File: config.mk
export PLATFORM = sky130hd
export DESIGN_NAME = mips_core
export DESIGN_NICKNAME = d
export VERILOG_FILES = /design/src/isa_pkg.sv /design/src/pipe_pkg.sv /design/src/instr_decode.sv /design/src/register_file.sv /design/src/execute_stage.sv /design/src/mips_core.sv
export SDC_FILE = /design/constraint.sdc
export NUM_CORES = 2
export LEC_CHECK = 0
export BUFFER_PORTS_ARGS = -buffer_cell sky130_fd_sc_hd__buf_2
export CAP_MARGIN = 5
export CORE_MARGIN = 2
export CORE_UTILIZATION = 63
export DETAILED_ROUTE_END_ITERATION = 10
export PLACE_DENSITY = 0.79
export SYNTH_ARGS = -nofsm -noshare
export SYNTH_HDL_FRONTEND = slang
export SYNTH_HIERARCHICAL = 1
export SYNTH_SLANG_ARGS = --single-unit
File: constraint.sdc
create_clock -name clk -period 11.5 [get_ports clk]
set_clock_uncertainty 0.15 [all_clocks]
set_input_delay 0 -clock clk [delete_from_list [all_inputs] [get_ports clk]]
set_output_delay 0 -clock clk [all_outputs]
set_load 0.02 [all_outputs]
File: src/isa_pkg.sv
package isa_pkg;

    localparam int word_width     = 32;
    localparam int reg_addr_width = 5;
    localparam int reg_count      = 32;
    localparam int op_width       = 6;
    localparam int funct_width    = 6;
    localparam int shamt_width    = 5;
    localparam int imm_width      = 16;

    typedef logic [word_width-1:0]     word_t;
    typedef logic [reg_addr_width-1:0] reg_addr_t;

    // immediate overlays rd, shamt and funct
    typedef struct packed {
        logic [op_width-1:0]    op;
        reg_addr_t              rs;
        reg_addr_t              rt;
        reg_addr_t              rd;
        logic [shamt_width-1:0] shamt;
        logic [funct_width-1:0] funct;
    } instr_t;

    localparam logic [op_width-1:0] op_rtype = 6'h00;
    localparam logic [op_width-1:0] op_addi  = 6'h08;
    localparam logic [op_width-1:0] op_addiu = 6'h09;
    localparam logic [op_width-1:0] op_slti  = 6'h0a;
    localparam logic [op_width-1:0] op_sltiu = 6'h0b;
    localparam logic [op_width-1:0] op_andi  = 6'h0c;
    localparam logic [op_width-1:0] op_ori   = 6'h0d;
    localparam logic [op_width-1:0] op_xori  = 6'h0e;
    localparam logic [op_width-1:0] op_lui   = 6'h0f;

    localparam logic [funct_width-1:0] fn_sll  = 6'h00;
    localparam logic [funct_width-1:0] fn_srl  = 6'h02;
    localparam logic [funct_width-1:0] fn_sra  = 6'h03;
    localparam logic [funct_width-1:0] fn_add  = 6'h20;
    localparam logic [funct_width-1:0] fn_addu = 6'h21;
    localparam logic [funct_width-1:0] fn_sub  = 6'h22;
    localparam logic [funct_width-1:0] fn_subu = 6'h23;
    localparam logic [funct_width-1:0] fn_and  = 6'h24;
    localparam logic [funct_width-1:0] fn_or   = 6'h25;
    localparam logic [funct_width-1:0] fn_xor  = 6'h26;
    localparam logic [funct_width-1:0] fn_nor  = 6'h27;
    localparam logic [funct_width-1:0] fn_slt  = 6'h2a;
    localparam logic [funct_width-1:0] fn_sltu = 6'h2b;

    typedef enum logic [3:0] {
        alu_add,
        alu_sub,
        alu_and,
        alu_or,
        alu_xor,
        alu_nor,
        alu_slt,
        alu_sltu,
        alu_sll,
        alu_srl,
        alu_sra,
        alu_lui
    } alu_op_t;

endpackage

File: src/pipe_pkg.sv
package pipe_pkg;

    import isa_pkg::*;

    // decode to execute
    typedef struct packed {
        logic                   valid;
        logic                   reg_write;
        alu_op_t                alu_op;
        reg_addr_t              src1;
        reg_addr_t              src2;
        reg_addr_t              dest;
        logic                   use_imm;
        logic [shamt_width-1:0] shamt;
        word_t                  imm;
    } ex_ctrl_t;

    // writeback port, also the register file write port
    typedef struct packed {
        logic      valid;
        reg_addr_t dest;
        word_t     data;
    } wb_t;

endpackage

File: src/instr_decode.sv
module instr_decode
    import isa_pkg::*;
    import pipe_pkg::*;
(
    input  logic     instr_valid,
    input  instr_t   instr,
    output ex_ctrl_t ex_ctrl
);

    logic [imm_width-1:0] imm16;
    word_t                sign_imm;
    word_t                zero_imm;
    logic                 known;

    assign imm16    = instr[imm_width-1:0];
    assign sign_imm = {{(word_width - imm_width){imm16[imm_width-1]}}, imm16};
    assign zero_imm = {{(word_width - imm_width){1'b0}}, imm16};

    always_comb begin
        known           = 1'b1;
        ex_ctrl.src1    = instr.rs;
        ex_ctrl.src2    = instr.rt;
        ex_ctrl.shamt   = instr.shamt;
        ex_ctrl.alu_op  = alu_add;
        ex_ctrl.use_imm = 1'b1;
        ex_ctrl.imm     = sign_imm;
        ex_ctrl.dest    = instr.rt;

        case (instr.op)
            op_rtype: begin
                ex_ctrl.use_imm = 1'b0;
                ex_ctrl.imm     = '0;
                ex_ctrl.dest    = instr.rd;
                case (instr.funct)
                    fn_add, fn_addu: ex_ctrl.alu_op = alu_add;
                    fn_sub, fn_subu: ex_ctrl.alu_op = alu_sub;
                    fn_and:          ex_ctrl.alu_op = alu_and;
                    fn_or:           ex_ctrl.alu_op = alu_or;
                    fn_xor:          ex_ctrl.alu_op = alu_xor;
                    fn_nor:          ex_ctrl.alu_op = alu_nor;
                    fn_slt:          ex_ctrl.alu_op = alu_slt;
                    fn_sltu:         ex_ctrl.alu_op = alu_sltu;
                    fn_sll:          ex_ctrl.alu_op = alu_sll;
                    fn_srl:          ex_ctrl.alu_op = alu_srl;
                    fn_sra:          ex_ctrl.alu_op = alu_sra;
                    default:         known = 1'b0;
                endcase
            end
            op_addi, op_addiu: ex_ctrl.alu_op = alu_add;
            // sltiu compares unsigned against the sign-extended immediate
            op_slti:  ex_ctrl.alu_op = alu_slt;
            op_sltiu: ex_ctrl.alu_op = alu_sltu;
            op_andi: begin
                ex_ctrl.alu_op = alu_and;
                ex_ctrl.imm    = zero_imm;
            end
            op_ori: begin
                ex_ctrl.alu_op = alu_or;
                ex_ctrl.imm    = zero_imm;
            end
            op_xori: begin
                ex_ctrl.alu_op = alu_xor;
                ex_ctrl.imm    = zero_imm;
            end
            op_lui: begin
                ex_ctrl.alu_op = alu_lui;
                ex_ctrl.imm    = zero_imm;
            end
            default: known = 1'b0;
        endcase

        // unknown encodings never reach writeback
        ex_ctrl.reg_write = known;
        ex_ctrl.valid     = instr_valid & known;
    end

endmodule

File: src/register_file.sv
module register_file
    import isa_pkg::*;
    import pipe_pkg::*;
(
    input  logic      clk,
    input  logic      rst_n,
    input  reg_addr_t rd_addr1,
    input  reg_addr_t rd_addr2,
    input  wb_t       wb,
    output word_t     rd_data1,
    output word_t     rd_data2
);

    // r0 is cleared by reset and never written
    word_t regs [reg_count];

    logic wr_en;

    assign wr_en = wb.valid && (wb.dest != '0);

    always_ff @(posedge clk or negedge rst_n) begin
        if (!rst_n) begin
            for (int i = 0; i < reg_count; i++) begin
                regs[i] <= '0;
            end
        end else if (wr_en) begin
            regs[wb.dest] <= wb.data;
        end
    end

    // write-through covers a reader two instructions behind the writer
    assign rd_data1 = (wr_en && (wb.dest == rd_addr1)) ? wb.data : regs[rd_addr1];
    assign rd_data2 = (wr_en && (wb.dest == rd_addr2)) ? wb.data : regs[rd_addr2];

    // holds even while a writeback to r0 is on the port
    a_zero_reads_zero: assert property (
        @(posedge clk) disable iff (!rst_n)
        ((rd_addr1 != '0) || (rd_data1 == '0)) &&
        ((rd_addr2 != '0) || (rd_data2 == '0))
    );

endmodule

File: src/execute_stage.sv
module execute_stage
    import isa_pkg::*;
    import pipe_pkg::*;
(
    input  logic     clk,
    input  logic     rst_n,
    input  ex_ctrl_t ex_ctrl,
    input  word_t    rd_data1,
    input  word_t    rd_data2,
    output wb_t      wb
);

    ex_ctrl_t ex_q;
    word_t    op1_q;
    word_t    op2_q;
    logic     fwd1;
    logic     fwd2;
    word_t    src_a;
    word_t    rt_val;
    word_t    src_b;
    word_t    alu_result;

    // decode/execute register
    always_ff @(posedge clk or negedge rst_n) begin
        if (!rst_n) begin
            ex_q <= '0;
        end else begin
            ex_q <= ex_ctrl;
        end
    end

    always_ff @(posedge clk) begin
        op1_q <= rd_data1;
        op2_q <= rd_data2;
    end

    // producer one instruction ahead sits in wb
    assign fwd1 = wb.valid && (wb.dest != '0) && (wb.dest == ex_q.src1);
    assign fwd2 = wb.valid && (wb.dest != '0) && (wb.dest == ex_q.src2);

    assign src_a  = fwd1 ? wb.data : op1_q;
    assign rt_val = fwd2 ? wb.data : op2_q;
    assign src_b  = ex_q.use_imm ? ex_q.imm : rt_val;

    always_comb begin
        case (ex_q.alu_op)
            alu_add:  alu_result = src_a + src_b;
            alu_sub:  alu_result = src_a - src_b;
            alu_and:  alu_result = src_a & src_b;
            alu_or:   alu_result = src_a | src_b;
            alu_xor:  alu_result = src_a ^ src_b;
            alu_nor:  alu_result = ~(src_a | src_b);
            alu_slt:  alu_result = {{(word_width - 1){1'b0}}, $signed(src_a) < $signed(src_b)};
            alu_sltu: alu_result = {{(word_width - 1){1'b0}}, src_a < src_b};
            // shifts act on rt
            alu_sll:  alu_result = src_b << ex_q.shamt;
            alu_srl:  alu_result = src_b >> ex_q.shamt;
            alu_sra:  alu_result = word_t'($signed(src_b) >>> ex_q.shamt);
            alu_lui:  alu_result = {src_b[imm_width-1:0], {(word_width - imm_width){1'b0}}};
            default:  alu_result = '0;
        endcase
    end

    // writeback register
    always_ff @(posedge clk or negedge rst_n) begin
        if (!rst_n) begin
            wb <= '0;
        end else begin
            wb.valid <= ex_q.valid && ex_q.reg_write;
            wb.dest  <= ex_q.dest;
            wb.data  <= alu_result;
        end
    end

    // two edges from the decoded strobe to the writeback strobe
    a_wb_follows_ex: assert property (
        @(posedge clk) disable iff (!rst_n)
        wb.valid |-> $past(ex_ctrl.valid, 2)
    );

    a_wb_dest_known: assert property (
        @(posedge clk) disable iff (!rst_n)
        wb.valid |-> !$isunknown(wb.dest)
    );

endmodule

File: src/mips_core.sv
module mips_core
    import isa_pkg::*;
    import pipe_pkg::*;
(
    input  logic   clk,
    input  logic   rst_n,
    input  logic   instr_valid,
    input  instr_t instr,
    output wb_t    wb
);

    ex_ctrl_t ex_ctrl;
    word_t    rd_data1;
    word_t    rd_data2;

    // decode and register read see the same word
    instr_decode u_instr_decode (
        .instr_valid (instr_valid),
        .instr       (instr),
        .ex_ctrl     (ex_ctrl)
    );

    register_file u_register_file (
        .clk      (clk),
        .rst_n    (rst_n),
        .rd_addr1 (instr.rs),
        .rd_addr2 (instr.rt),
        .wb       (wb),
        .rd_data1 (rd_data1),
        .rd_data2 (rd_data2)
    );

    execute_stage u_execute_stage (
        .clk      (clk),
        .rst_n    (rst_n),
        .ex_ctrl  (ex_ctrl),
        .rd_data1 (rd_data1),
        .rd_data2 (rd_data2),
        .wb       (wb)
    );

endmodule

==> metrics.cfg <==
[status]
status=finished clean

[place]
dp_hpwl_microns=155300
globalplace.congestion=1.129
numPortBuffers=72

[clock_network]
post_cts_buffers=0
clk_pin_slew_ps=70
cts_sinks=1185
post_cts_resized=0
cts_tree=built
clkLatencyLatePin_ps=750
cts_root_buffer=clkbuf_16
h-tree-depth=3
hold_buffers=73
cts_buffer_depth=3
cts-buffers-inserted=120

[cells_and_area]
drive_gt1_share_pct=32.82
utilization_pct=69.27
nets=5443
syn2layout_area_growth_pct=8.849

[worst_setup_path]
path_buf_inv=2
critPathTopFamily=compound AO/OA/AOI/OAI gates
crit_fanout=36
crit_required_ps=12010
cp-start-kind=flip-flop
worstPathCellList=xnor2_1 > and4_1 > buf_4 > nand3_2 > mux2i_1 > a21boi_0 > inv_1 > ha_1 > nand2b_1 > a21oi_1 > a21oi_1 > o31ai_1 > a31oi_1 > a21oi_1 > o21ai_0 > or4_1 > o211a_1 > nand3_1
crit_top_cell=a21oi_1
end_kind=flip-flop
worstPathArrival_ps=7440
critPathKind=flip-flop to flip-flop
cpMaxStageDelayCell=o31ai_1
crit_path_max_incr_delay_ps=990

[drt]
postRouteAntennaNets=0
drt_pre_antenna_iters=5
drt_iter0_drc=7541
drt_wl_total_microns=255000
vias_per_cell=7.695
num_vias=53060
wl_per_cell_microns=36.98
drc=0

[hold_path]
hold_class=input pin to flip-flop

[floorplanning]
rows=121
io_pins=73
die_w_microns=336.1
die_y_microns=336.1
core-area_sq_mm=0.1092
initial_core_util_pct=63.64
die_area_sq_mm=0.1129

[sta]
finalSetupTns_ps=0
finalHoldViolations=0
rsz0062_at_grt=no
fin_crit_sh_pct=60.22
holdWs_ps=102.2
slew_headroom_pct=10.67
slew_violations=0
finalSetupViolCount=0
worst_pin_slew_ps=1335
max_freq_ghz=0.1444
period_needed_ps=6925

[synth]
yosysUniqueCellTypes=95
netlist_top_cells_area=dfrtp_1, mux4_2, mux2_2
yosys.area.top_type=dfrtp_1
ys_seq_elements=1185
avgSynthCellArea_sq_um=12.68
seq_area_frac_synth_pct=42.23
synth_edf_count=0
synth.top_cell.area_share_pct=40.38
yosys.cell_count.top_type=dfrtp_1
yosys-top-cells-count=dfrtp_1, mux2_2, mux4_2
syn_area_sq_mm=0.06946
ys_async_sr_fraction_pct=94.60
synth-main-ff-cell=dfrtp_1
syn_nets=5613
synthCells=5479
yosysWarnings=6

[power]
p_clk_share_pct=40.1
p_int_w=0.007415
leakage_nw=34.61
p_comb_share_pct=18.3
switchingPower_w=0.003341
p_sw_share_pct=31.06
p_seq_share_pct=41.6
vdd_drop_max_uv=135.3
total_power_w=0.01076
powerDensity_mw_per_mm2=142.3

[global_routing]
grt_pass1_vias=52750
grt_pass1_wl_microns=368800
grt_antenna_before_repair=22
grt_max_degree=172
grt_overflow=0
groute.usage.overall_pct=45.43

[run]
cap_violations=0

area by class of cell:
| class | instances | area, sq um |
|---|---|---|
| Antenna cell | 5 | 12.51 |
| Timing Repair Buffer | 303 | 2407 |
| Sequential cell | 1185 | 29350 |
| Multi-Input combinational cell | 3590 | 37200 |
| Inverter | 109 | 409.1 |
| Clock buffer | 180 | 3661 |
| Clock inverter | 48 | 725.7 |
| Tap cell | 1476 | 1847 |
| Fill cell | 7238 | 33540 |
sequential cells by signal (all words and copies together) (netlist names):
name	cells
u_execute_stage/op2_q	32
u_execute_stage/wb	38
u_execute_stage/op1_q	32
u_register_file/regs	1024
u_execute_stage/ex_q	59
final timing paths:
| kind | start | to | slack (ps) | depth (start not counted) |
|---|---|---|---|---|
| max in group asynchronous | rst_n | u_register_file/regs[229] | 8290 | 6 |
| min reg2reg | u_execute_stage/ex_q[42] | u_execute_stage/wb[36] | 200 | 0 |
| max reg2reg | u_execute_stage/wb[32] | u_execute_stage/wb[31] | 4570 | 18 |
| min | instr[15] | u_execute_stage/ex_q[15] | 100 | 3 |
| max | u_execute_stage/wb[32] | u_execute_stage/wb[31] | 4570 | 18 |
| min in group asynchronous | rst_n | u_register_file/regs[1018] | 390 | 4 |
cells in the final DEF, fill, tap and decap left out, types with 70 or more instances in the layout:
| cell | count |
|---|---|
| nor2_1 | 171 |
| clkbuf_16 | 122 |
| mux2i_1 | 83 |
| buf_4 | 153 |
| dlygate4sd3_1 | 72 |
| dfrtp_1 | 1110 |
| or4_1 | 70 |
| mux2_2 | 688 |
| ha_1 | 97 |
| mux2_1 | 363 |
| a21oi_1 | 117 |
| mux4_2 | 538 |
| inv_1 | 100 |
| o22ai_1 | 276 |
| nand2_1 | 232 |
| o21ai_0 | 125 |
power by group through the flow:
| stage | sequential [W] | combinational (W) | clock, W |
|---|---|---|---|
| 3_5_place_dp | 0.00454 | 0.00187 | 0 |
| 2_1_floorplan | 0.00450 | 0.00108 | 0 |
| 4_1_cts | 0.00447 | 0.00190 | 0.00433 |
| 3_3_place_gp | 0.00454 | 0.00186 | 0 |
| 6_report | 0.00448 | 0.00196 | 0.00431 |
| 5_1_grt | 0.00448 | 0.00204 | 0.00449 |
per-stage QoR:
| step | instances | cell area, sq um | worst slack (ps) |
|---|---|---|---|
| after floorplan | 5479 | 69460 | 6115 |
| after global placement | 6590 | 70460 | 5081 |
| after detailed placement | 6590 | 70460 | 4872 |
| after CTS | 6891 | 75600 | 4797 |
| after global routing | 6891 | 75600 | 4327 |
| final | 6896 | 75610 | 4575 |
layer usage:
layer / vias to the layer above / global-route usage [%] / share of wire [%]
met3: 1078 / 13.73 / 12
met2: 3952 / 65.68 / 43
met1: 27250 / 60.57 / 37
met5: - / 0 / 0.065
li1: 20760 / - / -
met4: 26 / 28.31 / 7.6
cells by family after synthesis:
group,Yosys count,share of synthesized area (%)
compound gates,968,9.339
xor+xnor,33,0.4161
fa+ha+maj,99,1.805
buf+inv,704,4.579
flops,1185,42.23
mux,1677,35.78
simple gates,813,5.849
tightest hold or removal path, cell delays in order:
cell and delay [ps]:
dlygate4sd3_1 540, buf_2 210, and2_1 180
(Power assumes the default switching activity.)
